$ cat config.mk
export PLATFORM = sky130hd
export DESIGN_NAME = readyScoreboard
export DESIGN_NICKNAME = d
export VERILOG_FILES = /design/src/regReadPkg.sv /design/src/readyScoreboard.sv
export VERILOG_INCLUDE_DIRS = /design/src
export SDC_FILE = /design/constraint.sdc
export NUM_CORES = 1
export LEC_CHECK = 0
export ABC_AREA = 0
export BUFFER_PORTS_ARGS = -buffer_cell sky130_fd_sc_hd__buf_2
export CORE_UTILIZATION = 40
export DETAILED_ROUTE_END_ITERATION = 8
export PLACE_DENSITY_LB_ADDON = 0.25
export SYNTH_ARGS = -nofsm -noshare
export SYNTH_HDL_FRONTEND = slang
export SYNTH_SLANG_ARGS = --single-unit
$ cat constraint.sdc
create_clock -name clk -period 2.5 [get_ports clk]
set_clock_uncertainty 0.15 [all_clocks]
set_input_delay 0.125 -clock clk [delete_from_list [all_inputs] [get_ports clk]]
set_output_delay 0.125 -clock clk [all_outputs]
set_load 0.02 [all_outputs]
$ cat src/regRead_defines.svh
// Register-read stage sizes
`ifndef REGREAD_DEFINES_SVH
`define REGREAD_DEFINES_SVH

// Physical register file
`define PHYS_REGS   64
`define PHYS_LOG    6
`define ARCH_REGS   32    // Ready out of reset
`define DATA_W      32

// Branch checkpoints
`define CHECKPOINTS 4
`define CHK_LOG     2

// Remaining packet fields
`define OPCODE_W    8
`define IMM_W       16
`define PC_W        32

`endif

$ cat src/regReadPkg.sv
// Register-read stage types
`include "regRead_defines.svh"

package regReadPkg;

  typedef logic [`PHYS_LOG-1:0]    physTag_t;
  typedef logic [`DATA_W-1:0]      regData_t;
  typedef logic [`CHECKPOINTS-1:0] chkMask_t;
  typedef logic [`CHK_LOG-1:0]     chkId_t;
  typedef logic [`OPCODE_W-1:0]    opcode_t;
  typedef logic [`IMM_W-1:0]       imm_t;
  typedef logic [`PC_W-1:0]        pc_t;
  typedef logic [`PHYS_REGS-1:0]   readyVec_t;

  // Packet as it leaves the issue queue
  typedef struct packed {
    chkMask_t branchMask;
    physTag_t src1;
    physTag_t src2;
    physTag_t dest;
    opcode_t  opcode;
    imm_t     imm;
    pc_t      pc;
  } issuePkt_t;

  typedef struct packed {
    physTag_t dest;
    regData_t data;
  } wbPkt_t;

  // Issue packet with both operands attached
  typedef struct packed {
    issuePkt_t inst;
    regData_t  opnd1;
    regData_t  opnd2;
  } readPkt_t;

  typedef struct packed {
    logic     valid;
    physTag_t tag;
  } unmapPkt_t;

  // Branch resolution
  typedef struct packed {
    logic   verified;
    logic   mispredict;
    chkId_t chkId;
  } ctrlPkt_t;

endpackage

$ cat src/readyScoreboard.sv
// Physical register ready scoreboard
`timescale 1ns/1ps
`include "regRead_defines.svh"

module readyScoreboard (
  input  logic                          clk,
  input  logic                          rstN_i,
  input  logic                          exception_i,
  input  regReadPkg::unmapPkt_t   [1:0] unmapPkt_i,
  input  regReadPkg::physTag_t    [1:0] wakeTag_i,
  input  logic                    [1:0] wakeValid_i,
  input  regReadPkg::wbPkt_t      [1:0] wbPkt_i,
  input  logic                    [1:0] wbValid_i,
  output regReadPkg::readyVec_t         phyRegRdy_o
);

  import regReadPkg::*;

  // Architectural registers ready, the rest pending
  localparam readyVec_t ARCH_READY = readyVec_t'({`ARCH_REGS{1'b1}});

  always_ff @(posedge clk or negedge rstN_i)
  begin
    if (!rstN_i)
      phyRegRdy_o <= ARCH_READY;
    else if (exception_i)
      phyRegRdy_o <= ARCH_READY;
    else
    begin
      for (int u = 0; u < 2; u++)
      begin
        if (unmapPkt_i[u].valid)
          phyRegRdy_o[unmapPkt_i[u].tag] <= 1'b0;
      end
      // Sets come after clears so they win
      for (int k = 0; k < 2; k++)
      begin
        if (wakeValid_i[k])
          phyRegRdy_o[wakeTag_i[k]] <= 1'b1;
        if (wbValid_i[k])
          phyRegRdy_o[wbPkt_i[k].dest] <= 1'b1;
      end
    end
  end

endmodule

# [Word-level counts from Yosys, hierarchy flattened]
# Index checks and enable logic that the tools add are counted.
[classes] n_lt_le_gt_ge=12 muxes=24 bitwise_logic=8 reduce_logical=6
[ops] operator="$mux W64" n=12
[ops] operator="$or A64 B64 Y64" n=4
[ops] operator="$and A64 B64 Y64" n=2
[ops] operator="$not A64 Y64" n=2
[ops] operator="$lt A6 B7 Y1 const B" n=6
[ops] operator="$demux W1 S6" n=6
[ops] operator="$ge A6 B1 Y1 const B" n=6
[ops] operator="$logic_and A1 B1 Y1" n=6
[ops] operator="$mux W1" n=6
[word_totals] regBits=64 inputBits=109 wordCells=51

# [Depth between registers and ports, before layout]
[logic_depth] word_depth=23 ltp_mapped=6 ltp_nobuf=4

# [Least setup slack after synthesis]
# OpenSTA, ideal clock, no wires.
[synth_timing] kind="input to register" start="input port unmapPkt_i[11] (netlist bit)" end="register phyRegRdy_o[8]" setup_time_ps=94 arrival_time_ps=1251 required_ps=2256 slack_ps=1005 cell_stages=4 cell_sequence="buf_4 > nor3b_2 > a221oi_1 > or4_1"
[synth_via] elab_chain_cells=20
[synth_lines] element="from (decl)" line="readyScoreboard.sv:9" rtl="input regReadPkg::unmapPkt_t [1:0] unmapPkt_i,"
[synth_lines] element="$lt A6 B7 Y1 (not written as such) or $ge A6 B1 Y1 (tied branches)" line="readyScoreboard.sv:33" rtl="phyRegRdy_o[unmapPkt_i[u].tag] <= 1'b0;"
[synth_lines] element="$logic_and A1 B1 Y1 (not written as such)" line="readyScoreboard.sv:33"
[synth_lines] element="$mux W1 (not written as such)" line="readyScoreboard.sv:33"
[synth_lines] element="$demux W1 S6 (*)" line="readyScoreboard.sv:33"
[synth_lines] element="$not A64 Y64 (no line) (*)"
[synth_lines] element="$and A64 B64 Y64 (no line) (*)"
[synth_lines] element="$mux W64 (*)" line="readyScoreboard.sv:32" rtl="if (unmapPkt_i[u].valid)"
[synth_lines] element="$mux W64 (*)" line="readyScoreboard.sv:26" rtl="else if (exception_i)"
[synth_lines] element="[4 not listed]"
[synth_lines] element="$mux W64 (*)" line="readyScoreboard.sv:40" rtl="if (wbValid_i[k])"
[synth_lines] element="$mux W64 (*)" line="readyScoreboard.sv:26"
[synth_lines] element="$or A64 B64 Y64 (no line)"
[synth_lines] element="$mux W64 (*)" line="readyScoreboard.sv:38" rtl="if (wakeValid_i[k])"
[synth_lines] element="$mux W64 (*)" line="readyScoreboard.sv:26"
[synth_lines] element="$or A64 B64 Y64 (no line)"
[synth_lines] element="$mux W64 (*)" line="readyScoreboard.sv:40"
[synth_lines] element="$mux W64 (*)" line="readyScoreboard.sv:26"
[synth_lines] element="to (signal assigned)" line="readyScoreboard.sv:25" rtl="phyRegRdy_o <= ARCH_READY;"
[synth_lines] element="to (signal assigned)" line="readyScoreboard.sv:27" rtl="phyRegRdy_o <= ARCH_READY;"
[synth_lines] element="to (signal, indexed assignment)" line="readyScoreboard.sv:41" rtl="phyRegRdy_o[wbPkt_i[k].dest] <= 1'b1;"
[synth_lines] element="to (decl)" line="readyScoreboard.sv:14" rtl="output regReadPkg::readyVec_t phyRegRdy_o"
# Mark *: on every way between the ends. The rest lies on a longest branch, timed or not. The select of a mux whose other input is x is not followed.

# [Worst setup path after layout]
[layout_timing] start="input port wbPkt_i[32] (netlist bit)" end="register phyRegRdy_o[53]"
[layout_via] elab_chain_cells=13
[layout_lines] element="from (decl)" line="readyScoreboard.sv:12" rtl="input regReadPkg::wbPkt_t [1:0] wbPkt_i,"
[layout_lines] element="$lt A6 B7 Y1 (not written as such) or $ge A6 B1 Y1 (tied branches)" line="readyScoreboard.sv:41"
[layout_lines] element="$logic_and A1 B1 Y1 (not written as such)" line="readyScoreboard.sv:41"
[layout_lines] element="$mux W1 (not written as such)" line="readyScoreboard.sv:41"
[layout_lines] element="$demux W1 S6 (*)" line="readyScoreboard.sv:41"
[layout_lines] element="$or A64 B64 Y64 (no line) (*)"
[layout_lines] element="$mux W64 (*)" line="readyScoreboard.sv:40"
[layout_lines] element="$mux W64 (*)" line="readyScoreboard.sv:26"
[layout_lines] element="$or A64 B64 Y64 (no line)"
[layout_lines] element="$mux W64 (*)" line="readyScoreboard.sv:38"
[layout_lines] element="$mux W64 (*)" line="readyScoreboard.sv:26"
[layout_lines] element="$or A64 B64 Y64 (no line)"
[layout_lines] element="$mux W64 (*)" line="readyScoreboard.sv:40"
[layout_lines] element="$mux W64 (*)" line="readyScoreboard.sv:26"
# Marked as above.

==> run_results.csv <==
group,metric,value,unit
route,viasPerCell,6.91,
route,wl,21600,um
clock_network,cts_htree_levels,3,
placed_design,dp_hpwl,15600,um
final_layout,final_cell_mix,"buf_2 (108), o22ai_1 (103), nand2_1 (69)",
logic_synthesis,yosys-top-cells-area,"dfstp_2 (16%), dfrtp_1 (15%), o22ai_1 (12%), a221oi_1 (5.9%), a22oi_1 (5.7%)",
final_layout,top_register,"phyRegRdy_o",
clock_network,root_buffer,"clkbuf_16",
timing,hold_viol,0,
timing,period_share,65.2,%
route,routed-wl-met3,2490,um
placed_design,place.gp.congestion,1.01,
worst_setup_path,reg2reg_depth,3,
clock_network,cts_resized,0,
floorplanning,io_pins,173,
final_layout,nets,790,
logic_synthesis,synth_area,5170,sq um
final_layout,antenna_cells,0,
logic_synthesis,syn-instance-count,631,
logic_synthesis,synth_edf_count,0,
grt,grtUsageTotal,32.2,%
worst_setup_path,rr_startpoint,"phyRegRdy_o[27]$_DFF_PN1_",
logic_synthesis,async_flop_share,100,%
timing,clock.fmax,613,MHz
clock_network,post_cts_buffers,0,
worst_setup_path,r2r_end,"phyRegRdy_o[27]$_DFF_PN1_",
floorplanning,die_width,116,um
timing,setup_ws,869,ps
final_layout,multi_input_area,3040,sq um
clock_network,hold_buffers,1,
timing,worst_pin_slew,1130,ps
timing,period_needed,1630,ps
logic_synthesis,synth.yosys.warnings,0,
floorplanning,fp.dieH,116,um
floorplanning,die-area,13400,sq um
power,irDropWorstVdd,0.297,mV
final_layout,n_fill_cell,1311,
route,wl_per_cell,25.2,um
route,top_layer,"met4",
route,wl_met1,9370,um
logic_synthesis,ys_ff_latch,64,
route,dr_wl_met2,9180,um
route,num_vias,5926,
timing,slew_violations,0,
min_path,worstHoldPathType,"in -> reg",
logic_synthesis,synth_top_family_by_area,"simple AND/OR/NAND/NOR gates",
placed_design,dp_cells,841,
worst_setup_path,cp_data_arrival_time,1630,ps
route,first_iter_violations,1020,
grt,grt_overflow,0,
timing,rsz0062_at_grt,"false",
route,post-route-drc-count,0,
final_layout,utilization,47.2,%
placed_design,portBuffers,108,
grt,grt_pass1_vias,5274,
floorplanning,core_area,12600,sq um
worst_setup_path,endpoint,"phyRegRdy_o[53]$_DFF_PN0_",
worst_setup_path,crit_start,"wbPkt_i[32]",
final_layout,seq_area,1640,sq um
final_layout,drive_gt1_share,27.3,%
grt,antenna_found_initial,0,
logic_synthesis,synthAdderAreaFrac,0,%
clock_network,clkTransAtPathRegs,50,ps
worst_setup_path,critPathKind,"in -> reg",
clock_network,numCtsBuffers,9,
clock_network,cts_tree,"yes",
outcome,status,"finished, final reports clean",
logic_synthesis,synth-seq-area-share,31.7,%
route,drtAntennaViolNets,0,
logic_synthesis,syn_nets,740,
logic_synthesis,synth_top_area_share,16.3,%
logic_synthesis,synth.area.mux_share,0,%
power,leakagePower,2.27,nW
logic_synthesis,synth-simple-area-share,29.4,%
worst_setup_path,cp-end-kind,"flop",
timing,relSlewSlack,24.5,%
worst_setup_path,cp-start-kind,"primary input",
power,p_total,0.00295,W
floorplanning,start_util,41.0,%
final_layout,largest_reg_flops,64,
worst_setup_path,cp.required,2500,ps
final_layout,largestRegisters,"phyRegRdy_o: 64 flops",
timing,tns,0,ps
logic_synthesis,synth_compound_area_share,29.4,%
clock_network,clkLatencyLatePin,320,ps
final_layout,syn2layout_area_growth,15.0,%
flow_run,cap_violations,0,
clock_network,clock_sinks,64,
final_layout,fin_cells,858,
logic_synthesis,yosysUniqueCellTypes,45,
logic_synthesis,synth_top_flop_cell,"dfstp_2",
worst_setup_path,rrSetupSlack,1180,ps
timing,finalSetupViolations,0,
power,power_density,495,nW/um^2
final_layout,final_common_cell,"buf_2",
route,dr.pass1.iters,7,
grt,grt_max_degree,65,
worst_setup_path,worstPathMaxFanout,8,
placed_design,pre_cts_ws,661,ps
clock_network,clockBufferDepth,2,
grt,grt_pass1_wl,31700,um
logic_synthesis,synth-xor-area-share,0,%
logic_synthesis,synth_largest_area_cell,"dfstp_2",
floorplanning,fp-row-count,41,
logic_synthesis,avgSynthCellArea,8.20,sq um
## per-stage QoR
stage	area (sq um)	hold WS, ps
final	5950	204
after detailed placement	5620	202
after global placement	5620	186
after floorplan	5170	-321
after global routing	5950	260
after CTS	5950	200
## how the worst min path moves through the flow
stage | slack, ps | start | endpoint | cells after the start
2_1_floorplan | -320 | rstN_i | phyRegRdy_o[32]$_DFF_PN0_ | 0
3_3_place_gp | 190 | rstN_i | phyRegRdy_o[50]$_DFF_PN0_ | 2
3_5_place_dp | 200 | rstN_i | phyRegRdy_o[50]$_DFF_PN0_ | 2
4_1_cts | 200 | unmapPkt_i[7] | phyRegRdy_o[16]$_DFF_PN1_ | 5
5_1_grt | 260 | unmapPkt_i[7] | phyRegRdy_o[16]$_DFF_PN1_ | 5
6_report | 200 | unmapPkt_i[7] | phyRegRdy_o[16]$_DFF_PN1_ | 5
## cells in the mapped netlist, types with 9 or more instances
cell type and number:
o22ai_1 103, nand2_1 69, a22oi_1 39, clkbuf_1 37
a221oi_1 35, a21oi_1 32, dfrtp_1 32, dfstp_2 32
nor2_1 32, buf_2 30, inv_1 25, nor3_1 22
or4_1 16, nand4b_1 12, nand4bb_1 10, nand3b_1 9
## metal layers
metal	vias to the layer above	global-route usage, %
li1	2559	-
met1	2856	48.0
met2	458	46.0
met3	53	5.60
met4	0	12.1
met5	-	0
## critical path, cell delays in order
cell and delay (ps):
buf_2 140, nand4b_1 500, o22ai_1 180, a221oi_1 550, a21oi_1 130
## cell families (layout without fill, tap and decap cells)
logic type | Yosys count | in the layout
AO/OA/AOI/OAI | 223 | 223
buffers and inverters | 106 | 161
flip-flops | 64 | 64
AND/OR/NAND/NOR | 238 | 238
## layout make-up
cell class                      instances  area share [%]
Multi-Input combinational cell        461            51.1
Tap cell                              172            3.62
Clock inverter                          3            1.09
Timing Repair Buffer                  120            10.6
Inverter                               25            1.58
Clock buffer                           13            4.37
Sequential cell                        64            27.6
## power by group
group          switching, W  internal, W  total (W)
clock network      0.000442     0.000926    0.00137
registers         0.0000119      0.00107    0.00108
logic              0.000356     0.000145   0.000501
total              0.000810      0.00214    0.00294
Power figures use the tool's default switching activity.
