**src/regRead_defines.svh**
```systemverilog
// Register-read stage sizes
`ifndef REGREAD_DEFINES_SVH
`define REGREAD_DEFINES_SVH

// Physical register file
`define PHYS_REGS   64
`define PHYS_LOG    6
`define ARCH_REGS   32    // Ready out of reset
`define DATA_W      32

// Branch checkpoints
`define CHECKPOINTS 4
`define CHK_LOG     2

// Remaining packet fields
`define OPCODE_W    8
`define IMM_W       16
`define PC_W        32

`endif

```
**src/regReadPkg.sv**
```systemverilog
// Register-read stage types
`include "regRead_defines.svh"

package regReadPkg;

  typedef logic [`PHYS_LOG-1:0]    physTag_t;
  typedef logic [`DATA_W-1:0]      regData_t;
  typedef logic [`CHECKPOINTS-1:0] chkMask_t;
  typedef logic [`CHK_LOG-1:0]     chkId_t;
  typedef logic [`OPCODE_W-1:0]    opcode_t;
  typedef logic [`IMM_W-1:0]       imm_t;
  typedef logic [`PC_W-1:0]        pc_t;
  typedef logic [`PHYS_REGS-1:0]   readyVec_t;

  // Packet as it leaves the issue queue
  typedef struct packed {
    chkMask_t branchMask;
    physTag_t src1;
    physTag_t src2;
    physTag_t dest;
    opcode_t  opcode;
    imm_t     imm;
    pc_t      pc;
  } issuePkt_t;

  typedef struct packed {
    physTag_t dest;
    regData_t data;
  } wbPkt_t;

  // Issue packet with both operands attached
  typedef struct packed {
    issuePkt_t inst;
    regData_t  opnd1;
    regData_t  opnd2;
  } readPkt_t;

  typedef struct packed {
    logic     valid;
    physTag_t tag;
  } unmapPkt_t;

  // Branch resolution
  typedef struct packed {
    logic   verified;
    logic   mispredict;
    chkId_t chkId;
  } ctrlPkt_t;

endpackage

```
**src/issueLane.sv**
```systemverilog
// Issue lane pipeline register
`timescale 1ns/1ps

module issueLane (
  input  logic                        clk,
  input  logic                        rstN_i,
  input  regReadPkg::issuePkt_t       issuePkt_i,
  input  logic                        issueValid_i,
  input  regReadPkg::wbPkt_t    [1:0] wbPkt_i,
  input  logic                  [1:0] wbValid_i,
  input  regReadPkg::ctrlPkt_t        ctrl_i,
  input  regReadPkg::regData_t  [1:0] rdData_i,
  output regReadPkg::readPkt_t        readPkt_o,
  output logic                        readValid_o
);

  import regReadPkg::*;

  physTag_t  [1:0] srcTag;
  logic      [1:0] fwdHit;
  regData_t  [1:0] fwdData;
  logic            squash;

  issuePkt_t       pktQ;
  logic      [1:0] fwdHitQ;
  regData_t  [1:0] fwdDataQ;

  assign srcTag = {issuePkt_i.src2, issuePkt_i.src1};

  // Writeback lane 1 has priority over lane 0
  always_comb
  begin
    for (int s = 0; s < 2; s++)
    begin
      if (wbValid_i[1] && (wbPkt_i[1].dest == srcTag[s]))
      begin
        fwdHit[s]  = 1'b1;
        fwdData[s] = wbPkt_i[1].data;
      end
      else if (wbValid_i[0] && (wbPkt_i[0].dest == srcTag[s]))
      begin
        fwdHit[s]  = 1'b1;
        fwdData[s] = wbPkt_i[0].data;
      end
      else
      begin
        fwdHit[s]  = 1'b0;
        fwdData[s] = wbPkt_i[0].data;  // Unused on a miss
      end
    end
  end

  // Kill packets that depend on the mispredicted checkpoint
  assign squash = ctrl_i.verified && ctrl_i.mispredict &&
                  issuePkt_i.branchMask[ctrl_i.chkId];

  always_ff @(posedge clk or negedge rstN_i)
  begin
    if (!rstN_i)
    begin
      readValid_o <= 1'b0;
      fwdHitQ     <= '0;
    end
    else
    begin
      readValid_o <= issueValid_i && !squash;
      fwdHitQ     <= fwdHit;
    end
  end

  always_ff @(posedge clk)
  begin
    pktQ     <= issuePkt_i;
    fwdDataQ <= fwdData;
  end

  assign readPkt_o.inst  = pktQ;
  assign readPkt_o.opnd1 = fwdHitQ[0] ? fwdDataQ[0] : rdData_i[0];
  assign readPkt_o.opnd2 = fwdHitQ[1] ? fwdDataQ[1] : rdData_i[1];

endmodule

```
**config.mk**
```make
export PLATFORM = sky130hd
export DESIGN_NAME = issueLane
export DESIGN_NICKNAME = d
export VERILOG_FILES = /design/src/regReadPkg.sv /design/src/issueLane.sv
export VERILOG_INCLUDE_DIRS = /design/src
export SDC_FILE = /design/constraint.sdc
export NUM_CORES = 1
export LEC_CHECK = 0
export BUFFER_PORTS_ARGS = -buffer_cell sky130_fd_sc_hd__buf_2
export CORE_AREA = 2 2 142 144
export CTS_CLUSTER_DIAMETER = 100
export CTS_CLUSTER_SIZE = 16
export DETAILED_ROUTE_END_ITERATION = 6
export DIE_AREA = 0 0 144 146
export GPL_TIMING_DRIVEN = 0
export SYNTH_ARGS = -nofsm -noshare
export SYNTH_HDL_FRONTEND = slang
export SYNTH_SLANG_ARGS = --single-unit
```
**constraint.sdc**
```tcl
create_clock -name clk -period 2.7 [get_ports clk]
set_clock_uncertainty 0.2 [all_clocks]
set_input_delay 0.135 -clock clk [delete_from_list [all_inputs] [get_ports clk]]
set_output_delay 0.135 -clock clk [all_outputs]
set_load 0.005 [all_outputs]
```
# Yosys cells after proc, flatten, opt, wreduce, memory -nomap -nowiden
# Index checks and enable logic that the tools add are counted.
# word_totals
reg_bits	145
word_cells	34
# classes
magnitude_cmp	1
n_eq_ne	4
muxes	10
n_reduce_logical	8
# ops
cell	count
32-bit 2-to-1 mux	4
6-bit equality test	4
1-bit logical AND	7
1-bit 2-to-1 mux	5
2-bit by 3-bit < comparator with 1-bit output (second input constant)	1
1-bit binary-select mux with 2-bit select	1
1-bit logical NOT	1

# Logic depth before layout (Yosys ltp)
# Gate-level depths: netlist of run 1.
# logic_depth
depth_word	5
ltp_mapped	5

# Worst setup path before layout of run 1
# Ideal clock, no wire load.
# synth_timing
path_kind	input -> register
start	in wbPkt_i[73] (netlist bit)
end	reg fwdDataQ[22] (netlist bit)
setup_ps	121
t_arrival_ps	1274
setup_slack_ps	1104
cell_stages	4
path_cell_list	xor2_1 > nor4_4 > buf_6 > mux2_4
# synth_lines
item	line	source
from (decl)	issueLane.sv:9	input regReadPkg::wbPkt_t [1:0] wbPkt_i,
to (signal assigned)	issueLane.sv:74	fwdDataQ <= fwdData;
to (decl)	issueLane.sv:26	regData_t [1:0] fwdDataQ;

==> results.sh, run 1 <==
export IMPL_outcome="finished, final reports clean"
export IMPL_critPathCaptureType="flop"
export IMPL_remaining_antenna_violation_count_after_routing=0
export IMPL_setup_tns_final_ns=0
export IMPL_post_layout_minimum_cycle_time_ns=2.54
export IMPL_yosys_mux_area_fraction_pct=31.0
export IMPL_maxCapViolations=0
export IMPL_grt_pass1_vias=5150
export IMPL_share_seq_of_total_power_pct=42.0
export IMPL_route_detailed_vias_per_inst=3.94
export IMPL_areaGrowthSynthToFinish_pct=90.1
export IMPL_finalHoldWorstSlack_ns=0.128
export IMPL_combinational_family_with_the_most_area_after_synthesis="multiplexers"
export IMPL_clock_power_share_pct=45.2
export IMPL_ys_seq_elements=145
export IMPL_postSynthNetCount=551
export IMPL_cts_sinks=145
export IMPL_worst_setup_path_type="primary input to flop"
export IMPL_die_height_um=146
export IMPL_p_sw_uw=1320
export IMPL_n_fill_cell=1740
export IMPL_wire_per_inst_um=15.4
export IMPL_detailedRoute_firstIterationViolations=77
export IMPL_utilization_pct=47.5
export IMPL_multi_input_comb_area_um2=1810
export IMPL_endpoint="fwdDataQ[31]"
export IMPL_dp_hpwl_mm=12.3
export IMPL_seqCellArea_um2=2920
export IMPL_timing_max_transition_violations_final=0
export IMPL_number_of_diodes=0
export IMPL_cp_arrival_ns=2.64
export IMPL_synth_simple_gate_area_share_pct=1.50
export IMPL_finalNonFillerCells=1146
export IMPL_clk_path_buf_depth=2
export IMPL_count_of_unresolved_drc_violations_after_routing=0
export IMPL_cts_buffers_inserted=17
export IMPL_floorplan_rows=51
export IMPL_place_congestion=0.750
export IMPL_maxClockFrequency_mhz=394
export IMPL_cts_tree="done"
export IMPL_worst_slew_margin_rel_pct=54.5
export IMPL_post_route_period_util_pct=94.0
export IMPL_num_nets_final=1095
export IMPL_tightest_slew_ns=0.683
export IMPL_clk_transition_reported_paths_ns=0.07
export IMPL_timing_final_ws_setup_ns=0.161
export IMPL_synth_cell_type_count=18
export IMPL_cp_startpoint="issuePkt_i[70]"
export IMPL_ioPinCount=370
export IMPL_xor_and_xnor_fraction_of_the_mapped_netlist_area_pct=4.35
export IMPL_setup_viol=0
export IMPL_syn_cell_area_um2=4830
export IMPL_post_cts_resized=0
export IMPL_power_density_nw_per_um2=594
export IMPL_cts_root_buffer_cell="clkbuf_16"
export IMPL_synthAdderAreaFrac_pct=0
export IMPL_grt_overflow_total=0
export IMPL_power_leakage_uw=0.00430
export IMPL_synthesis_area_per_instance_um2=14.9
export IMPL_floorplan_initialDensity_pct=25.0
export IMPL_power_report_internal_total_uw=4130
export IMPL_fp_coreArea_um2=19300
export IMPL_swShare_pct=24.2
export IMPL_synth_compound_area_share_pct=0.570
export IMPL_chipWidth_um=144
export IMPL_grt_pass1_wl_mm=25.8
export IMPL_gr_usage_all_layers_pct=16.3
export IMPL_initial_antenna_violation_count=0
export IMPL_vdd_ir_drop_worst_uv=393
export IMPL_report_final_hold_viol_count=0
export IMPL_dpl_cell_count=958
export IMPL_grt_setup_unrepaired="no"
export IMPL_worstSetupStartpointType="primary input"
export IMPL_min_delay_path_class="primary input to flop"
export IMPL_htree_num_levels=4
export IMPL_yosys_warnings=0
export IMPL_port_buffers=369
export IMPL_drt_pass1_iterations=4
export IMPL_comb_power_share_pct=12.8
export IMPL_cp_required_ns=2.80
export IMPL_crit_path_max_fanout=6
export IMPL_detailedPlace_worstSlack_ns=0.497
export IMPL_syn_inst=324
export IMPL_wl_mm=17.6
export IMPL_detailroute_via_count=4515
export IMPL_pin_count_of_the_biggest_net_entering_global_routing=17
export IMPL_final_layout_size_suffix_gt1_share_pct=61.5
export IMPL_synth_sequential_area_ratio_pct=60.4
export IMPL_die_area_um2=21000
kinds of logic after synthesis:
family | Yosys count
AOI/OAI and AO/OA | 3
xor gates and xnor gates | 24
buffers and inverters | 15
DFF | 145
muxes | 129
and+or+nand+nor | 8
critical path, stage by stage:
cell,delay (ns)
dlygate4sd3_1,0.56
buf_2,0.16
xnor2_1,0.12
nand4_1,0.19
nor4_4,0.51
mux2_2,0.40
dlygate4sd3_1,0.55
layer usage:
metal | part of all wire (%) | GRT usage [%] | vias up
li1 | - | - | 2221
met1 | 39 | 16.8 | 2049
met2 | 52 | 30.5 | 224
met3 | 6.9 | 5.10 | 21
met4 | 1.9 | 5.69 | 0
met5 | 0 | 0 | -
what timing repair did:
action,4_1_cts,5_1_grt
hold buffers,153,0
setup buffers,0,3
endpoints found under the hold margin,148,0
endpoints found under the setup margin,0,1
worst min path at each step:
stage | from | end | depth (start not counted)
3_5_place_dp | rstN_i | readValid_o | 1
5_1_grt | issuePkt_i[21] | readPkt_o[85] | 2
3_3_place_gp | rstN_i | readValid_o | 1
2_1_floorplan | rstN_i | fwdHitQ[0] | 0
6_report | wbValid_i[1] | fwdDataQ[0] | 4
4_1_cts | wbValid_i[1] | fwdDataQ[63] | 4
sequential cells by signal, summed over array words and instances, names as in the netlist:
signal and count:
fwdHitQ 2, readPkt_o 78, readValid_o 1, fwdDataQ 64
stage by stage:
step / instance area [um^2] / total power, uW
global placement: 7010 / 2850
finish: 9180 / 5450
floorplan: 4830 / 2520
global route: 9180 / 5680
detailed placement: 7010 / 2850
CTS: 9150 / 5520
power by group through the flow:
stage	clock [uW]	sequential (uW)	combinational, uW
after floorplan	0	2340	177
after detailed placement	0	2340	519
final	2470	2290	699
after global routing	2620	2300	756
after CTS	2530	2290	697
after global placement	0	2340	513
cells in the mapped netlist (all sizes together):
library cell	instances	area share [%]
nand4	2	0.26
a41o	2	0.44
xnor2	14	2.5
nor4	2	0.88
nand2	2	0.16
dfrtp	3	1.6
xor2	10	1.8
dfxtp	142	59
buf	12	1.9
a31oi	1	0.13
nor3	2	0.21
mux4	1	0.47
inv	1	0.078
mux2	128	31
clkbuf	2	0.16
placed cells by master, fill, tap and decap left out, drive strengths merged:
master / instances
dlygate4sd3: 153
nor3: 2
xor2: 10
mux2: 128
clkinv: 3
dfxtp: 142
nand2: 2
dfrtp: 3
nor4: 2
buf: 384
a31oi: 1
mux4: 1
bufinv: 2
nand4: 2
inv: 10
a41o: 2
clkbuf: 19
clkinvlp: 1
xnor2: 14
final cells by class:
class	count	share of cell area, %
clock inverter	15	2.09
multi-input combinational	164	19.7
sequential	145	31.8
clock buffer	17	4.64
timing repair buffer	525	37.1
tap	265	3.61
inverter	1	0.0409
buffer	14	1.06
Note: power is estimated with default switching activity, not from simulation.
==> run 2: changes to the inputs <==
Clock period 2.7 ns to 3.2 ns, I/O delays scaled along.
==> run 2 against run 1 <==
Net effect: final cell count up 2.3%; cell area up 2.9%; sequential share of layout area down 0.90 points; worst setup slack better by 0.22 ns; global-route usage up 0.31 points; critical endpoint is now fwdDataQ[48].
==> results.sh, run 2 (same netlist as run 1, synthesis figures left out) <==
export IMPL_pin_count_of_the_biggest_net_entering_global_routing=17
export IMPL_layout_cells_most_common_list="buf_2 (369), dlygate4sd3_1 (182), dfxtp_1 (142), mux2_2 (119), clkbuf_16 (17)"
export IMPL_floorplan_initialDensity_pct=25.0
export IMPL_wire_per_inst_um=15.3
export IMPL_setup_tns_final_ns=0
export IMPL_maxClockFrequency_mhz=355
export IMPL_clk_transition_reported_paths_ns=0.07
export IMPL_hold_start="wbValid_i[1]"
export IMPL_worst_slew_margin_rel_pct=54.3
export IMPL_wl_mm=18.0
export IMPL_count_of_unresolved_drc_violations_after_routing=0
export IMPL_grt_overflow_total=0
export IMPL_grt_pass1_vias=5305
export IMPL_min_delay_path_class="primary input to flop"
export IMPL_initial_antenna_violation_count=0
export IMPL_chipWidth_um=144
export IMPL_timing_max_transition_violations_final=0
export IMPL_worstPathCellList="dlygate4sd3_1 -> buf_2 -> xnor2_1 -> nand4_1 -> nor4_4 -> buf_6 -> mux2_2 -> dlygate4sd3_1"
export IMPL_dpl_cell_count=958
export IMPL_n_fill_cell=1729
export IMPL_detailroute_via_count=4626
export IMPL_cp_startpoint="issuePkt_i[67]"
export IMPL_power_density_nw_per_um2=491
export IMPL_route_detailed_vias_per_inst=3.95
export IMPL_num_nets_final=1121
export IMPL_remaining_antenna_violation_count_after_routing=0
export IMPL_die_area_um2=21000
export IMPL_grt_setup_unrepaired="no"
export IMPL_maxCapViolations=0
export IMPL_grt_pass1_wl_mm=26.4
export IMPL_report_final_hold_viol_count=0
export IMPL_post_layout_minimum_cycle_time_ns=2.82
export IMPL_worstSetupStartpointType="primary input"
export IMPL_critical_path_depth=8
export IMPL_number_of_diodes=0
export IMPL_vdd_ir_drop_worst_uv=330
export IMPL_cts_buffers_inserted=17
export IMPL_final_layout_size_suffix_gt1_share_pct=59.4
export IMPL_fp_coreArea_um2=19300
export IMPL_cp_arrival_ns=2.92
export IMPL_critical_path_buf_inv_count=4
export IMPL_finalNonFillerCells=1172
export IMPL_layout_commonest_cell="buf_2"
export IMPL_ioPinCount=370
export IMPL_timing_critical_path_mode_cell="dlygate4sd3_1"
export IMPL_flip_flop_count_of_the_largest_register_after_layout=78
export IMPL_post_cts_buffers=0
export IMPL_critical_path_max_stage_delay_ns=0.56
export IMPL_outcome="finished, final reports clean"
export IMPL_critical_path_top_delay_family="buffers and inverters"
export IMPL_drt_pass1_iterations=4
export IMPL_cp_required_ns=3.30
export IMPL_worst_setup_path_type="primary input to flop"
export IMPL_critPathCaptureType="flop"
export IMPL_crit_path_max_fanout=10
export IMPL_port_buffers=369
export IMPL_gr_usage_all_layers_pct=16.6
export IMPL_floorplan_rows=51
export IMPL_areaGrowthSynthToFinish_pct=95.6
export IMPL_clk_path_buf_depth=2
export IMPL_slowest_cp_cell="dlygate4sd3_1"
export IMPL_dp_hpwl_mm=12.3
export IMPL_die_height_um=146
export IMPL_cts_root_buffer_cell="clkbuf_16"
export IMPL_post_route_period_util_pct=88.1
export IMPL_setup_viol=0
export IMPL_timing_hold_worst_path_depth=4
export IMPL_place_congestion=0.750
export IMPL_tightest_slew_ns=0.685
export IMPL_htree_num_levels=4
export IMPL_detailedRoute_firstIterationViolations=86
export IMPL_power_leakage_uw=0.00440
export IMPL_cts_sinks=145
export IMPL_cts_tree="done"
export IMPL_post_cts_resized=0
==> run 2: final timing paths <==
| path | endpoint |
|---|---|
| worst max-delay path | fwdDataQ[48] |
| worst min-delay path | fwdDataQ[63] |
| max in group asynchronous | fwdHitQ[1] |
| min in group asynchronous | readValid_o |
==> run 2: timing repair <==
item | in CTS | in global routing
setup endpoints to repair | 0 | 0
hold buffers | 182 | 0
endpoints found under the hold margin | 148 | 0
==> run 2: power breakdown <==
part           internal [uW]  switching (uW)  total [uW]
logic                    412             208         620
clock network           1200             887        2080
registers               1910            25.8        1930
total                   3510            1120        4630
==> run 2: per-layer routing <==
layer | part of all wire [%] | vias up | GRT usage [%]
met5 | 0 | - | 0
met4 | 2.0 | 0 | 5.83
met3 | 6.9 | 25 | 5.13
met2 | 52 | 228 | 31.3
met1 | 39 | 2099 | 16.9
li1 | - | 2274 | -
==> run 2: stage by stage <==
step	area [um^2]	worst slack (ns)	total power, uW	util (%)	hold slack [ns]
after CTS	9440	0.381	4680	48.8	0.122
after detailed placement	7010	0.972	2410	36.2	-0.242
after global placement	7010	0.960	2400	36.2	-0.241
after global routing	9440	0.261	4820	48.8	0.149
after floorplan	4830	1.58	2120	-	-0.336
final	9440	0.381	4630	48.8	0.141
==> run 2: layout make-up <==
type | instances | area, um^2 | area share [%]
flip-flops and latches | 145 | 2920 | 30.9
well taps | 265 | 332 | 3.51
multi-input cells | 164 | 1810 | 19.1
repair buffers | 551 | 3670 | 38.8
plain buffers | 14 | 97.6 | 1.03
clock buffers | 17 | 425 | 4.50
clock inverters | 15 | 191 | 2.03
inverters | 1 | 3.75 | 0.0397
==> run 3: changes to the inputs <==
Settings changed: ABC_AREA set to 1, CORE_AREA 2 2 142 144 to 2 2 143 145, DIE_AREA 0 0 144 146 to 0 0 145 147.
==> run 3 against run 2 <==
Net effect: the run now ends with hold timing left; highest routed layer unchanged; clock-buffer cell count grew 1; worst hold slack lost 0.14 ns; worst setup slack gained 0.081 ns; core utilization grew 3.3 points; die area grew 1.4%; sequential power is essentially flat; area after synthesis grew 19%; flip-flop and latch count is the same; via count grew 33%; first-iteration DRC count grew to 2.5 times the previous value.
==> results.sh, run 3 <==
export IMPL_placedInstanceArea_um2=7950
export IMPL_synth_sequential_area_ratio_pct=50.6
export IMPL_grt_pass1_wl_mm=34.3
export IMPL_clock_power_share_pct=42.0
export IMPL_gr_usage_all_layers_pct=20.4
export IMPL_cts_sinks=145
export IMPL_share_seq_of_total_power_pct=41.5
export IMPL_swShare_pct=26.9
export IMPL_layout_cells_most_common_list="buf_2 (378), dlygate4sd3_1 (182), dfxtp_1 (142), nand2_1 (126), nand3_1 (67)"
export IMPL_post_layout_minimum_cycle_time_ns=2.74
export IMPL_wl_mm=22.1
export IMPL_maxClockFrequency_mhz=365
export IMPL_layout_commonest_cell="buf_2"
export IMPL_cp_arrival_ns=2.84
export IMPL_number_of_flops_mapped_to_enable_cells_by_yosys=0
export IMPL_grt_setup_unrepaired="no"
export IMPL_post_synthesis_cell_type_with_the_largest_combined_area="dfxtp_1"
export IMPL_worstSetupStartpointType="primary input"
export IMPL_cts_root_buffer_cell="clkbuf_16"
export IMPL_final_layout_size_suffix_gt1_share_pct=45.4
export IMPL_power_leakage_uw=0.00514
export IMPL_top_layer_used="met4"
export IMPL_vdd_ir_drop_worst_uv=320
export IMPL_outcome="finished, violations left"
export IMPL_yosys_top_cells_count="dfxtp_1 (142), nand2_1 (126), nand3_1 (67)"
export IMPL_clk_path_buf_depth=2
export IMPL_ys_dominant_reg_cell="dfxtp_1"
export IMPL_yosys_warnings=0
export IMPL_finish_instance_area_um2=10400
export IMPL_fp_coreArea_um2=19800
export IMPL_areaGrowthSynthToFinish_pct=79.5
export IMPL_post_cts_buffers=0
export IMPL_port_buffers=369
export IMPL_die_height_um=147
export IMPL_worst_setup_path_type="primary input to flop"
export IMPL_tightest_slew_ns=0.431
export IMPL_htree_num_levels=4
export IMPL_detailroute_via_count=6165
export IMPL_initial_antenna_violation_count=1
export IMPL_worst_slew_margin_rel_pct=71.3
export IMPL_utilization_pct=52.2
export IMPL_num_nets_final=1395
export IMPL_synth_cell_type_count=31
export IMPL_maxCapViolations=0
export IMPL_wire_per_inst_um=15.2
export IMPL_ys_seq_elements=145
export IMPL_detailedRoute_firstIterationViolations=218
export IMPL_failed_checks="hold timing"
export IMPL_clk_transition_reported_paths_ns=0.07
export IMPL_route_detailed_vias_per_inst=4.25
export IMPL_count_of_unresolved_drc_violations_after_routing=0
export IMPL_pin_count_of_the_biggest_net_entering_global_routing=17
export IMPL_finalNonFillerCells=1452
export IMPL_critPathCaptureType="flop"
export IMPL_setup_tns_final_ns=0
export IMPL_floorplan_rows=52
export IMPL_crit_path_max_fanout=4
export IMPL_p_sw_uw=1250
export IMPL_comb_power_share_pct=16.5
export IMPL_flip_flop_count_of_the_largest_register_after_layout=78
export IMPL_post_route_period_util_pct=85.5
export IMPL_floorplan_initialDensity_pct=29.1
export IMPL_power_report_internal_total_uw=3410
export IMPL_met3WireLength_mm=1.11
export IMPL_power_uw=4660
export IMPL_synthesis_area_per_instance_um2=9.65
export IMPL_ioPinCount=370
export IMPL_report_final_hold_viol_count=1
export IMPL_timing_hold_worst_path_depth=6
export IMPL_syn_inst=598
export IMPL_place_congestion=0.843
export IMPL_grt_pass1_vias=6497
export IMPL_detail_route_wirelength_met1_mm=9.13
export IMPL_setup_viol=0
export IMPL_cp_startpoint="issuePkt_i[72]"
export IMPL_yosys_cell_count_top_type="dfxtp_1"
export IMPL_met2_length_mm=11.3
export IMPL_post_cts_resized=0
export IMPL_postSynthNetCount=825
export IMPL_dpl_cell_count=1237
export IMPL_ys_top_cells_by_area="dfxtp_1 (49%), mux2_2 (12%), nand2_1 (8.2%)"
export IMPL_remaining_antenna_violation_count_after_routing=0
export IMPL_cp_required_ns=3.31
export IMPL_dp_hpwl_mm=15.5
export IMPL_timing_max_transition_violations_final=0
export IMPL_die_area_um2=21300
export IMPL_min_delay_path_class="primary input to flop"
export IMPL_power_density_nw_per_um2=450
export IMPL_drt_pass1_iterations=4
export IMPL_synthDominantCellAreaShare_pct=49.3
export IMPL_async_reset_ff_share_pct=2.07
export IMPL_n_fill_cell=1795
export IMPL_cts_buffers_inserted=17
export IMPL_syn_cell_area_um2=5770
export IMPL_chipWidth_um=145
export IMPL_cts_tree="done"
export IMPL_hold_start="wbPkt_i[32]"
export IMPL_finalHoldWorstSlack_ns=-0.00338
export IMPL_postCtsHoldBufs=182
export IMPL_grt_overflow_total=0
-- run 3: cell count changes in the layout (fill, tap and decap cells not counted), sizes merged, moves of 8 or more --
cell | previous run | this run
buf | 381 | 399
xnor2 | 14 | 1
o21ai | 0 | 9
nor2 | 0 | 13
inv | 10 | 69
xor2 | 10 | 2
nand2 | 2 | 128
mux2 | 128 | 64
o21bai | 0 | 64
nand3 | 0 | 69
-- run 3: layout make-up --
cell class / count / area [um^2] / share of cell area, %
clock buffers: 18 / 439 / 4.24
diodes: 1 / 2.50 / 0.0242
repair buffers: 551 / 3670 / 35.4
flip-flops and latches: 145 / 2920 / 28.2
inverters: 63 / 239 / 2.31
multi-input cells: 358 / 2360 / 22.8
plain buffers: 32 / 255 / 2.46
clock inverters: 14 / 139 / 1.34
well taps: 270 / 338 / 3.26
-- run 3: metrics by stage --
| stage | hold slack [ns] | setup WS (ns) |
|---|---|---|
| CTS | 0.00169 | 0.489 |
| floorplan | -0.336 | 1.80 |
| global route | 0.0461 | 0.313 |
| finish | -0.00338 | 0.462 |
| global placement | -0.242 | 1.27 |
| detailed placement | -0.239 | 1.27 |
-- run 3: cell families after synthesis --
| logic type | share of synthesized area, % |
|---|---|
| buffers and inverters | 8.57 |
| xor gates and xnor gates | 0.456 |
| and+or+nand+nor | 16.4 |
| DFF | 50.6 |
| AOI/OAI and AO/OA | 11.5 |
| muxes | 12.5 |
-- run 3: critical path, stage by stage --
cell	delay, ns
dlygate4sd3_1	0.53
buf_2	0.15
inv_1	0.07
nand2_1	0.05
nand4_1	0.07
dlygate4sd3_1	0.55
nor2_1	0.04
dlygate4sd3_1	0.55
nand2_1	0.07
dlygate4sd3_1	0.55
nand2_1	0.05
-- run 3: worst paths after layout --
kind / to / slack [ns]
max in group asynchronous: readValid_o / 2.25
worst max-delay path: fwdHitQ[0] / 0.46
min in group asynchronous: fwdHitQ[1] / 0.41
worst min-delay path: fwdHitQ[1] / -0.003
-- run 3: per-layer routing --
| layer | global-route usage (%) | vias to the layer above |
|---|---|---|
| met5 | 0 | - |
| met4 | 7.57 | 0 |
| met3 | 4.35 | 34 |
| met2 | 37.3 | 244 |
| met1 | 23.4 | 2800 |
| li1 | - | 3087 |
-- run 3: power groups by stage --
stage / Combinational (uW) / Sequential (uW) / Clock [uW]
global placement: 580 / 1980 / 0
finish: 770 / 1940 / 1960
CTS: 769 / 1930 / 2010
floorplan: 257 / 1980 / 0
detailed placement: 587 / 1980 / 0
global route: 837 / 1940 / 2090
